`config.mk`:
```
export PLATFORM = sky130hd
export DESIGN_NAME = video_top
export DESIGN_NICKNAME = d
export VERILOG_FILES = /design/src/common/video_pkg.sv /design/src/source/video_ports.sv /design/src/video_sync/video_sync.sv /design/src/video_render/video_render.sv /design/src/source/video_cram.sv /design/src/source/video_top.sv
export SDC_FILE = /design/constraint.sdc
export NUM_CORES = 2
export LEC_CHECK = 0
export ABC_AREA = 1
export ABC_CLOCK_PERIOD_IN_PS = 4000
export BUFFER_PORTS_ARGS = -buffer_cell sky130_fd_sc_hd__buf_2
export CAP_MARGIN = 20
export CORE_AREA = 2 2 395 397
export DETAILED_ROUTE_END_ITERATION = 12
export DIE_AREA = 0 0 397 399
export GPL_ROUTABILITY_DRIVEN = 1
export GPL_TIMING_DRIVEN = 0
export PLACE_DENSITY = 0.58
export SLEW_MARGIN = 10
export SYNTH_ARGS = -nofsm -noshare
export SYNTH_HDL_FRONTEND = slang
export SYNTH_SLANG_ARGS = --single-unit
```
`constraint.sdc`:
```
create_clock -name clk -period 4 [get_ports clk]
set_input_delay 0.6 -clock clk [delete_from_list [all_inputs] [get_ports clk]]
set_output_delay 0.6 -clock clk [all_outputs]
set_load 0.1 [all_outputs]
```
`src/common/video_pkg.sv`:
```
package video_pkg;

	// raster size, one line of 448 pixels and 320 lines per frame
	localparam logic [8:0] h_total = 9'd448;
	localparam logic [8:0] v_total = 9'd320;

	// horizontal sync pulse, pixels
	localparam logic [8:0] hs_beg = 9'd8;
	localparam logic [8:0] hs_end = 9'd40;

	// vertical sync pulse, lines
	localparam logic [8:0] vs_beg = 9'd0;
	localparam logic [8:0] vs_end = 9'd2;

	// first unblanked pixel and line
	localparam logic [8:0] hblank_end = 9'd72;
	localparam logic [8:0] vblank_end = 9'd16;

	// 256 x 192 bitmap window
	localparam logic [8:0] hpix_beg = 9'd96;
	localparam logic [8:0] hpix_end = 9'd352;
	localparam logic [8:0] vpix_beg = 9'd64;
	localparam logic [8:0] vpix_end = 9'd256;

	// configuration as seen by sync and render
	typedef struct packed {
		logic [7:0] border;
		logic [7:0] vpage;
		logic [3:0] palsel;
		// interrupt column, counted in pixel pairs
		logic [7:0] hint_beg;
		logic [8:0] vint_beg;
	} video_regs_t;

	// timing of the pixel position the counters hold
	typedef struct packed {
		logic [8:0] hcnt;
		logic [8:0] vcnt;
		logic       blank;
		// inside the bitmap window
		logic       hvpix;
		logic       frame_start;
	} video_timing_t;

	// palette entry
	typedef struct packed {
		logic [4:0] r;
		logic [4:0] g;
		logic [4:0] b;
	} rgb555_t;

	// pixel index, a cram address or a palette/ink pair
	typedef union packed {
		logic [7:0] raw;
		struct packed {
			logic [3:0] pal;
			logic [3:0] ink;
		} f;
	} video_plex_u;

endpackage

```
`src/source/video_ports.sv`:
```
module video_ports (
	input  logic                  clk,
	input  logic                  arst_n,

	// z80 port data and write strobes
	input  logic [7:0]            d,
	input  logic                  border_wr,
	input  logic                  vpage_wr,
	input  logic                  palsel_wr,
	input  logic                  hint_beg_wr,
	input  logic                  vint_begl_wr,
	input  logic                  vint_begh_wr,

	input  logic                  frame_start,
	output video_pkg::video_regs_t regs
);

	// values written by the cpu, not yet visible
	video_pkg::video_regs_t shadow;

	always_ff @(posedge clk or negedge arst_n) begin
		if (!arst_n) begin
			shadow <= '0;
		end else begin
			if (border_wr) begin
				shadow.border <= d;
			end
			if (vpage_wr) begin
				shadow.vpage <= d;
			end
			// only the low nibble selects the pixel palette
			if (palsel_wr) begin
				shadow.palsel <= d[3:0];
			end
			if (hint_beg_wr) begin
				shadow.hint_beg <= d;
			end
			if (vint_begl_wr) begin
				shadow.vint_beg[7:0] <= d;
			end
			// bit 8 of the interrupt line
			if (vint_begh_wr) begin
				shadow.vint_beg[8] <= d[0];
			end
		end
	end

	// whole set moves at frame start so a frame never mixes two setups
	always_ff @(posedge clk or negedge arst_n) begin
		if (!arst_n) begin
			regs <= '0;
		end else if (frame_start) begin
			regs <= shadow;
		end
	end

endmodule

```
`src/video_sync/video_sync.sv`:
```
module video_sync (
	input  logic                     clk,
	input  logic                     arst_n,
	input  logic                     c3,
	input  video_pkg::video_regs_t   regs,

	output video_pkg::video_timing_t timing,
	output logic                     hsync,
	output logic                     vsync,
	output logic                     csync,
	output logic                     int_start
);

	logic [8:0] hcnt;
	logic [8:0] vcnt;
	logic       line_end;
	logic       hs_lvl;
	logic       vs_lvl;
	logic       int_pos;

	assign line_end = (hcnt == video_pkg::h_total - 9'd1);

	// raster counters, one step per pixel strobe
	always_ff @(posedge clk or negedge arst_n) begin
		if (!arst_n) begin
			hcnt <= '0;
			vcnt <= '0;
		end else if (c3) begin
			if (line_end) begin
				hcnt <= '0;
				if (vcnt == video_pkg::v_total - 9'd1) begin
					vcnt <= '0;
				end else begin
					vcnt <= vcnt + 9'd1;
				end
			end else begin
				hcnt <= hcnt + 9'd1;
			end
		end
	end

	// sync levels for the current position
	assign hs_lvl = (hcnt >= video_pkg::hs_beg) && (hcnt < video_pkg::hs_end);
	assign vs_lvl = (vcnt >= video_pkg::vs_beg) && (vcnt < video_pkg::vs_end);

	// outputs follow the counters one clock later
	always_ff @(posedge clk or negedge arst_n) begin
		if (!arst_n) begin
			hsync <= 1'b0;
			vsync <= 1'b0;
			csync <= 1'b0;
		end else begin
			hsync <= hs_lvl;
			vsync <= vs_lvl;
			csync <= hs_lvl ^ vs_lvl;
		end
	end

	// interrupt column is given in pixel pairs
	assign int_pos = (hcnt == {regs.hint_beg, 1'b0}) && (vcnt == regs.vint_beg);

	// the pulse is taken on the strobe that leaves the position,
	// so a slow c3 still gives a single clock
	always_ff @(posedge clk or negedge arst_n) begin
		if (!arst_n) begin
			int_start <= 1'b0;
		end else begin
			int_start <= c3 && int_pos;
		end
	end

	assign timing.hcnt  = hcnt;
	assign timing.vcnt  = vcnt;
	assign timing.blank = (hcnt < video_pkg::hblank_end) || (vcnt < video_pkg::vblank_end);

	// bitmap window
	assign timing.hvpix = (hcnt >= video_pkg::hpix_beg) && (hcnt < video_pkg::hpix_end) &&
		(vcnt >= video_pkg::vpix_beg) && (vcnt < video_pkg::vpix_end);

	assign timing.frame_start = (hcnt == 9'd0) && (vcnt == 9'd0);

endmodule

```
`src/video_render/video_render.sv`:
```
module video_render (
	input  logic                     clk,
	input  logic                     arst_n,
	input  logic                     c3,
	input  video_pkg::video_regs_t   regs,
	input  video_pkg::video_timing_t timing,

	// dram read port
	input  logic [15:0]              dram_rddata,
	input  logic                     video_strobe,
	output logic [20:0]              video_addr,
	output logic                     video_go,

	output video_pkg::video_plex_u   plex,
	output logic                     blank_d
);

	logic [8:0]  line_rel;
	logic [8:0]  col_rel;
	logic        vline;
	logic        fetch_pos;
	logic        word_start;
	logic [15:0] next_word;
	logic [15:0] pix_sr;
	logic [3:0]  ink;

	// offsets into the bitmap, columns counted from 4 pixels before the window
	assign line_rel = timing.vcnt - video_pkg::vpix_beg;
	assign col_rel  = timing.hcnt - (video_pkg::hpix_beg - 9'd4);

	assign vline = (timing.vcnt >= video_pkg::vpix_beg) && (timing.vcnt < video_pkg::vpix_end);

	// one request per word, 4 pixels ahead of its display
	assign fetch_pos = vline && (timing.hcnt >= video_pkg::hpix_beg - 9'd4) &&
		(timing.hcnt < video_pkg::hpix_end - 9'd4) && (col_rel[1:0] == 2'b00);

	assign video_go   = c3 && fetch_pos;
	assign video_addr = {regs.vpage[5:0], line_rel[7:0], col_rel[8:2]};

	// hpix_beg is word aligned, so col_rel marks the boundaries too
	assign word_start = timing.hvpix && (col_rel[1:0] == 2'b00);

	// prefetched word, overwritten by the next answer
	always_ff @(posedge clk) begin
		if (video_strobe) begin
			next_word <= dram_rddata;
		end
	end

	// first nibble is taken straight from the prefetch register
	assign ink = word_start ? next_word[3:0] : pix_sr[3:0];

	// displayed word, shifted down one nibble per pixel
	always_ff @(posedge clk) begin
		if (c3) begin
			if (word_start) begin
				pix_sr <= {4'b0000, next_word[15:4]};
			end else begin
				pix_sr <= {4'b0000, pix_sr[15:4]};
			end
		end
	end

	// border outside the window, palette and ink inside
	always_ff @(posedge clk or negedge arst_n) begin
		if (!arst_n) begin
			plex    <= '0;
			blank_d <= 1'b0;
		end else if (c3) begin
			if (timing.hvpix) begin
				plex.f.pal <= regs.palsel;
				plex.f.ink <= ink;
			end else begin
				plex.raw <= regs.border;
			end
			blank_d <= timing.blank;
		end
	end

endmodule

```
`src/source/video_cram.sv`:
```
module video_cram (
	input  logic                   clk,
	input  logic                   arst_n,
	input  logic                   c3,

	// z80 write side
	input  logic                   cram_we,
	input  logic [7:0]             zma,
	input  video_pkg::rgb555_t     zmd,

	input  video_pkg::video_plex_u plex,
	input  logic                   blank_d,

	// 2 bits per channel to the dac
	output logic [1:0]             vred,
	output logic [1:0]             vgrn,
	output logic [1:0]             vblu
);

	video_pkg::rgb555_t mem [0:255];
	video_pkg::rgb555_t col;

	always_ff @(posedge clk) begin
		if (cram_we) begin
			mem[zma] <= zmd;
		end
	end

	assign col = mem[plex.raw];

	// top bits of each channel, black during blanking
	always_ff @(posedge clk or negedge arst_n) begin
		if (!arst_n) begin
			vred <= 2'b00;
			vgrn <= 2'b00;
			vblu <= 2'b00;
		end else if (c3) begin
			vred <= blank_d ? 2'b00 : col.r[4:3];
			vgrn <= blank_d ? 2'b00 : col.g[4:3];
			vblu <= blank_d ? 2'b00 : col.b[4:3];
		end
	end

endmodule

```
`src/source/video_top.sv`:
```
module video_top (
	input  logic               clk,
	input  logic               arst_n,
	input  logic               c3,

	// port writes
	input  logic [7:0]         d,
	input  logic               border_wr,
	input  logic               vpage_wr,
	input  logic               palsel_wr,
	input  logic               hint_beg_wr,
	input  logic               vint_begl_wr,
	input  logic               vint_begh_wr,

	// palette writes
	input  logic               cram_we,
	input  logic [7:0]         zma,
	input  video_pkg::rgb555_t zmd,

	// dram
	output logic [20:0]        video_addr,
	output logic               video_go,
	input  logic [15:0]        dram_rddata,
	input  logic               video_strobe,

	output logic               hsync,
	output logic               vsync,
	output logic               csync,
	output logic               int_start,
	output logic [1:0]         vred,
	output logic [1:0]         vgrn,
	output logic [1:0]         vblu
);

	video_pkg::video_regs_t   regs;
	video_pkg::video_timing_t timing;
	video_pkg::video_plex_u   plex;
	logic                     blank_d;

	video_ports video_ports_inst (
		.clk          (clk),
		.arst_n       (arst_n),
		.d            (d),
		.border_wr    (border_wr),
		.vpage_wr     (vpage_wr),
		.palsel_wr    (palsel_wr),
		.hint_beg_wr  (hint_beg_wr),
		.vint_begl_wr (vint_begl_wr),
		.vint_begh_wr (vint_begh_wr),
		.frame_start  (timing.frame_start),
		.regs         (regs)
	);

	video_sync video_sync_inst (
		.clk       (clk),
		.arst_n    (arst_n),
		.c3        (c3),
		.regs      (regs),
		.timing    (timing),
		.hsync     (hsync),
		.vsync     (vsync),
		.csync     (csync),
		.int_start (int_start)
	);

	video_render video_render_inst (
		.clk          (clk),
		.arst_n       (arst_n),
		.c3           (c3),
		.regs         (regs),
		.timing       (timing),
		.dram_rddata  (dram_rddata),
		.video_strobe (video_strobe),
		.video_addr   (video_addr),
		.video_go     (video_go),
		.plex         (plex),
		.blank_d      (blank_d)
	);

	video_cram video_cram_inst (
		.clk     (clk),
		.arst_n  (arst_n),
		.c3      (c3),
		.cram_we (cram_we),
		.zma     (zma),
		.zmd     (zmd),
		.plex    (plex),
		.blank_d (blank_d),
		.vred    (vred),
		.vgrn    (vgrn),
		.vblu    (vblu)
	);

endmodule

```
Word level (Yosys, flattened, before mapping)
Memory sizes are Yosys's and may differ from the RTL's.
Index checks and enable logic that the tools add are counted.
{"block": "classes", "n_addsub": 4, "order_cmp": 12, "eq_ne": 4, "muxes": 10, "n_bitwise": 1, "n_reduce_logical": 19}
{"operator": ">= comparator 9 x 7 -> 1 bit (second input constant)", "count": 3}
{"operator": "< comparator 9 bit (second input constant)", "count": 3}
{"operator": "adder 9 x 1 -> 9 bit (second input constant)", "count": 2}
{"operator": "equality test 9 bit", "count": 2}
{"operator": "equality test 9 bit (second input constant)", "count": 2}
{"operator": "zero test 9 bit", "count": 2}
{"operator": "two-way mux 9 bit", "count": 2}
{"operator": "logical AND 1 bit", "count": 14}
{"operator": "two-way mux 12 bit", "count": 1}
{"operator": ">= comparator 9 x 1 -> 1 bit (second input constant)", "count": 1}
{"operator": ">= comparator 9 x 4 -> 1 bit (second input constant)", "count": 1}
{"operator": "< comparator 9 x 2 -> 1 bit (second input constant)", "count": 1}
{"operator": "< comparator 9 x 5 -> 1 bit (second input constant)", "count": 1}
{"operator": "< comparator 9 x 6 -> 1 bit (second input constant)", "count": 1}
{"operator": "< comparator 9 x 7 -> 1 bit (second input constant)", "count": 1}
{"operator": "subtractor 9 x 7 -> 9 bit (second input constant)", "count": 1}
{"operator": "two-way mux 8 bit", "count": 1}
{"operator": "subtractor 8 x 7 -> 8 bit (second input constant)", "count": 1}
{"operator": "two-way mux 2 bit", "count": 3}
{"operator": "two-way mux 4 bit", "count": 1}
{"operator": "zero test 2 bit", "count": 1}
{"operator": "two-way mux 1 bit", "count": 2}
{"operator": "AND reduction 2 bit", "count": 1}
{"operator": "logical OR 1 bit", "count": 1}
{"operator": "XOR 1 bit", "count": 1}
{"block": "word_totals", "register_bits": 139, "mem_bits_rw": 3840, "in_bits": 58, "output_inout_bits": 32, "word_cells": 75, "memories": 1}
{"name": "video_cram_inst.mem", "words": 256, "width": 15, "read_ports": 1, "rd_clocked_by_memory_dff": 0, "wr": 1, "line_no": "video_cram.sv:20", "rtl": "video_pkg::rgb555_t mem [0:255];"}

Logic depth before layout (Yosys ltp)
{"block": "logic_depth", "ltp_word": 7, "depth_mapped": 17, "ltp_nobuf": 13}

Cells and area by module
From an unflattened synthesis, not the netlist that was laid out.
{"block": "hier_totals", "cells_unflattened": 6186, "hier_area_um2": 69495.4}
{"module": "video_cram", "instances": 1, "cells_per_inst": 5443, "area_per_inst_um2": 63309.5, "seq_area_each_um2": 46274.4}
{"module": "video_ports", "instances": 1, "cells_per_inst": 314, "area_per_inst_um2": 2798.9, "seq_area_each_um2": 1851.8}
{"module": "video_render", "instances": 1, "cells_per_inst": 184, "area_per_inst_um2": 1803.0, "seq_area_each_um2": 1066.0}
{"module": "video_sync", "instances": 1, "cells_per_inst": 245, "area_per_inst_um2": 1584.0, "seq_area_each_um2": 550.5}

Least setup slack after synthesis
OpenSTA, ideal clock, no wires.
{"block": "synth_timing", "path_type": "reg2out", "startpoint": "reg video_sync_inst.vcnt[6]", "endpoint": "out video_go", "arrival_ns": 4.112, "required_time_ns": 3.400, "slack_ns": -0.712, "path_stages_with_launch": 5, "n_path_buf": 0, "path_cell_list": "dfrtp_1 > inv_1 > nand3_1 > a41oi_1 > nor4_1"}
{"block": "synth_via", "elab_chain_len": 6, "word_cells_on_any_way": 7, "classes_between": "2 x order compare; 5 x reduce/logical"}
{"element": "from (decl)", "line_no": "video_sync.sv:15", "rtl": "logic [8:0] vcnt;"}
{"element": "from (signal assigned)", "line_no": "video_sync.sv:34", "rtl": "vcnt <= vcnt + 9'd1;"}
{"element": ">= comparator 9 x 7 -> 1 bit or < comparator 9 bit (tied branches)", "line_no": "video_render.sv:31", "rtl": "assign vline = (timing.vcnt >= video_pkg::vpix_beg) && (timing.vcnt < video_pkg::vpix_end);"}
{"element": "logical AND 1 bit (*)", "line_no": "video_render.sv:31"}
{"element": "logical AND 1 bit (*) (2 in series)", "line_no": "video_render.sv:34", "rtl": "assign fetch_pos = vline && (timing.hcnt >= video_pkg::hpix_beg - 9'd4) &&"}
{"element": "logical AND 1 bit (*)", "line_no": "video_render.sv:35", "rtl": "(timing.hcnt < video_pkg::hpix_end - 9'd4) && (col_rel[1:0] == 2'b00);"}
{"element": "logical AND 1 bit (*)", "line_no": "video_render.sv:37", "rtl": "assign video_go = c3 && fetch_pos;"}
{"element": "to (decl)", "line_no": "video_top.sv:22", "rtl": "output logic video_go,"}
Mark *: on every way between the ends. The rest lies on a longest branch, timed or not.

Worst setup path after layout
{"block": "layout_timing", "startpoint": "reg video_render_inst.plex[2] in the netlist's numbering", "endpoint": "reg video_cram_inst.vgrn[0]"}
{"block": "layout_via", "elab_chain_len": 2}
{"element": "from (decl)", "line_no": "video_render.sv:14", "rtl": "output video_pkg::video_plex_u plex,"}
{"element": "memory read (256 x 15 bit)"}
{"element": "two-way mux 2 bit", "line_no": "video_cram.sv:39", "rtl": "vgrn <= blank_d ? 2'b00 : col.g[4:3];"}
{"element": "to (signal assigned)", "line_no": "video_cram.sv:39"}
{"element": "to (decl)", "line_no": "video_cram.sv:16", "rtl": "output logic [1:0] vgrn,"}
No other way between the ends.
A chain may end at the register's enable or synchronous reset.

==> impl_metrics.toml <==
[run_status]
status = "complete, no violations"

[detailed_routing]
first_pass_iters = 8
drt-wirelength-per-cell_um = 29.9
first_iter_violations = 7943
routed_via_density = 5.92
routed-via-count = 50200
drc = 0
routed_wl_um = 254000
antenna_left = 0

[yosys]
synth.area.top_cells = "edfxtp_1 (68%), nand3_1 (11%), nand2_1 (10%), dfrtp_1 (3.9%), nor2_1 (1.7%)"
synth-seq-cells = 1671
async_flop_share_pct = 6.40
synth_compound_area_share_pct = 0.995
syn_nets = 6079
synth_top_area_share_pct = 68.0
synth_enable_flop_cells = 1564
syn_inst = 6012
syn_area_um2 = 69000
synth_top_family_by_area = "simple AND/OR/NAND/NOR gates"
synth_fa_ha_area_share_pct = 0.163
synth_mux_area_share_pct = 0.163
synth_warnings = 0
synth_cell_types = 42
ys_seq_area_share_pct = 71.9
yosys.area_share.simple_pct = 22.7
dominantRegCellSynth = "edfxtp_1"
yosysTopAreaCell = "edfxtp_1"
avgSynthCellArea_um2 = 11.5
synth_xor_area_share_pct = 0.152

[hold_path]
hold_path_depth = 2
hold_class = "input port to flop"
min-delay-start = "border_wr"
hold_end = "video_ports_inst.shadow[29]"

[critical_path]
reg2reg_depth = 14
r2r-start = "video_render_inst.plex[2]"
crit_arrival_ns = 4.59
cp_cell_sequence = "buf_2 -> inv_1 -> buf_2 -> clkbuf_1 -> nand3_1 -> nand3_1 -> nand3_1 -> nand2_1 -> nand2_1 -> nand3_1 -> nand3_1 -> nand2_1 -> nand2_1 -> nand2_1"
end_kind = "flop"
worstPathRequired_ns = 4.76
setup.reg_to_reg.worst_slack_ns = 0.16
cpPeakStageDelay_ns = 0.81
crit_start = "video_render_inst.plex[2]"
path_class = "flop to flop"
cp_slowest_cell = "clkbuf_1"
r2r_end = "video_cram_inst.vgrn[0]"
critPathMaxFanout = 10
cp-start-kind = "flop"

[grt]
overflow = 0
grt_use_total_pct = 31.6
grt_pass1_wl_um = 348000
grt_pass1_vias = 46000
grt_max_degree = 124
antenna_found_initial = 7

[job]
cap_viol_max_count = 0

[sta]
max_slew.worst_pin.slew_ns = 1.15
final-setup-viol-count = 0
drv_slew = 0
period_needed_ns = 3.84
max_slew_margin_pct = 23.5
finalSetupTns_ns = 0
hold_viol = 0
rsz0062_at_grt = "no"
period_share_pct = 95.9
skew_ns = 0.0256
timing.fmax_ghz = 0.261

[die]
die_y_um = 399
dieArea_um2 = 158000
ios = 90
rows = 144
fp.dieW_um = 397
core_area_um2 = 154000
start_util_pct = 44.9

[clocking]
path_clk_slew_ns = 0.06
clock-sinks = 1671
cts_setup_buffers = 0
clockBufferDepth = 3
cts_tree = "built"
clk_latency_ns = 0.82
cts_root_buf = "clkbuf_16"
cts_buffers = 173
htree_levels = 4

[final_layout]
final_common_cell = "nand2_1"
final_area_um2 = 78200
finish.utilization_pct = 50.9
mostFrequentLayoutCells = "nand2_1 (1879), edfxtp_1 (1564), nand3_1 (1455), nor2_1 (321), buf_2 (249)"
drive_above_1_share_pct = 10.0
fin_cells = 8491
fill_cells = 13400
nNetsFinal = 6370
area_growth_pct = 13.2

[pwr]
vdd_ir_drop_max_mv = 0.422
powerDensity_nw_per_um2 = 500
p_total_mw = 39.1
p_leak_nw = 28.3

[place]
hpwl_um = 177000
place_congestion = 1.06
place_area_um2 = 72500
port-buffer-count = 79
place_inst = 8151
registers in the layout, indices dropped and copies added (netlist names):
| signal | flops |
|---|---|
| video_render_inst.next_word | 16 |
| video_cram_inst.mem | 1536 |
| video_render_inst.plex | 8 |
| video_cram_inst.vred | 2 |
| video_sync_inst.vcnt | 9 |
| video_sync_inst.hcnt | 9 |
| video_sync_inst.int_start | 1 |
| video_cram_inst.vgrn | 2 |
| video_sync_inst.vsync | 1 |
| video_ports_inst.shadow | 35 |
| video_sync_inst.hsync | 1 |
| video_render_inst.pix_sr | 12 |
| video_cram_inst.vblu | 2 |
| video_sync_inst.csync | 1 |
| video_render_inst.blank_d | 1 |
| video_ports_inst.regs | 35 |
logic make-up (layout without fill, tap and decap cells):
kind of cell,Yosys count,count (layout)
compound gates,123,123
xor+xnor,12,12
fa+ha+maj,9,9
buf+inv,514,945
flops,1671,1671
mux,8,8
other cells,0,4
simple gates,3675,3675
area by class of cell:
cell class,count,area (um^2),area share [%]
diodes,4,10.0,0.0128
inverters,112,423,0.541
repair buffers,116,1080,1.38
plain buffers,402,2300,2.94
clock buffers,209,4510,5.76
well taps,2044,2560,3.27
multi-input cells,3827,16700,21.4
flip-flops and latches,1671,49600,63.5
clock inverters,106,966,1.24
metal layers:
metal | part of all wire [%] | routed length (um) | GRT usage [%]
met5 | 0.030 | 76 | 0
met1 | 39 | 98400 | 43.2
met2 | 43 | 109000 | 46.2
met3 | 12 | 30500 | 8.12
met4 | 6.1 | 15500 | 17.5
timing repair:
| action | CTS | global route |
|---|---|---|
| resized for setup | 0 | 0 |
| setup endpoints to repair | 0 | 0 |
| hold buffers | 19 | 0 |
| hold endpoints to repair | 126 | 0 |
synthesized netlist by cell type, types with 4 or more instances:
library cell and count:
xnor2_1 4, o22ai_1 10, edfxtp_1 1564, nand2_1 1879
dfrtp_1 107, o21ai_0 86, nor4_1 6, clkbuf_1 100
xor2_1 8, inv_1 104, buf_1 32, a21oi_1 7
mux2_4 6, buf_2 177, nor3_1 5, ha_1 9
buf_6 50, buf_4 42, inv_2 6, nand3_1 1455
nor2_1 321
worst max-delay path by stage:
stage	slack (ns)	cells after the start	to
3_3_place_gp	-1.62	1	video_cram_inst.mem[40][4]
4_1_cts	0.34	14	video_cram_inst.vred[0]
3_5_place_dp	0.35	14	video_cram_inst.vred[0]
5_1_grt	0.11	14	video_cram_inst.vred[0]
2_1_floorplan	0.45	4	video_go
6_report	0.16	14	video_cram_inst.vgrn[0]
stage by stage:
| stage | setup WS, ns | hold WS (ns) |
|---|---|---|
| floorplan | 0.452 | 0.304 |
| global placement | -1.62 | 0.473 |
| detailed placement | 0.348 | 0.465 |
| CTS | 0.344 | 0.00811 |
| global route | 0.111 | 0.0464 |
| finish | 0.164 | 0.0539 |
power by group:
part           total [mW]  internal, mW  switching, mW
combinational        3.77         0.776           2.99
sequential           19.4          19.3          0.110
clock                15.9          9.00           6.95
total                39.1          29.0           10.1
worst max-delay path, delay by kind of cell, from the launching register on:
| family | cells | cell delay [ns] |
|---|---|---|
| buffers and inverters | 4 | 1.64 |
| and+or+nand+nor | 10 | 1.76 |
| DFF | 1 | 0.36 |
(Power assumes the default switching activity.)
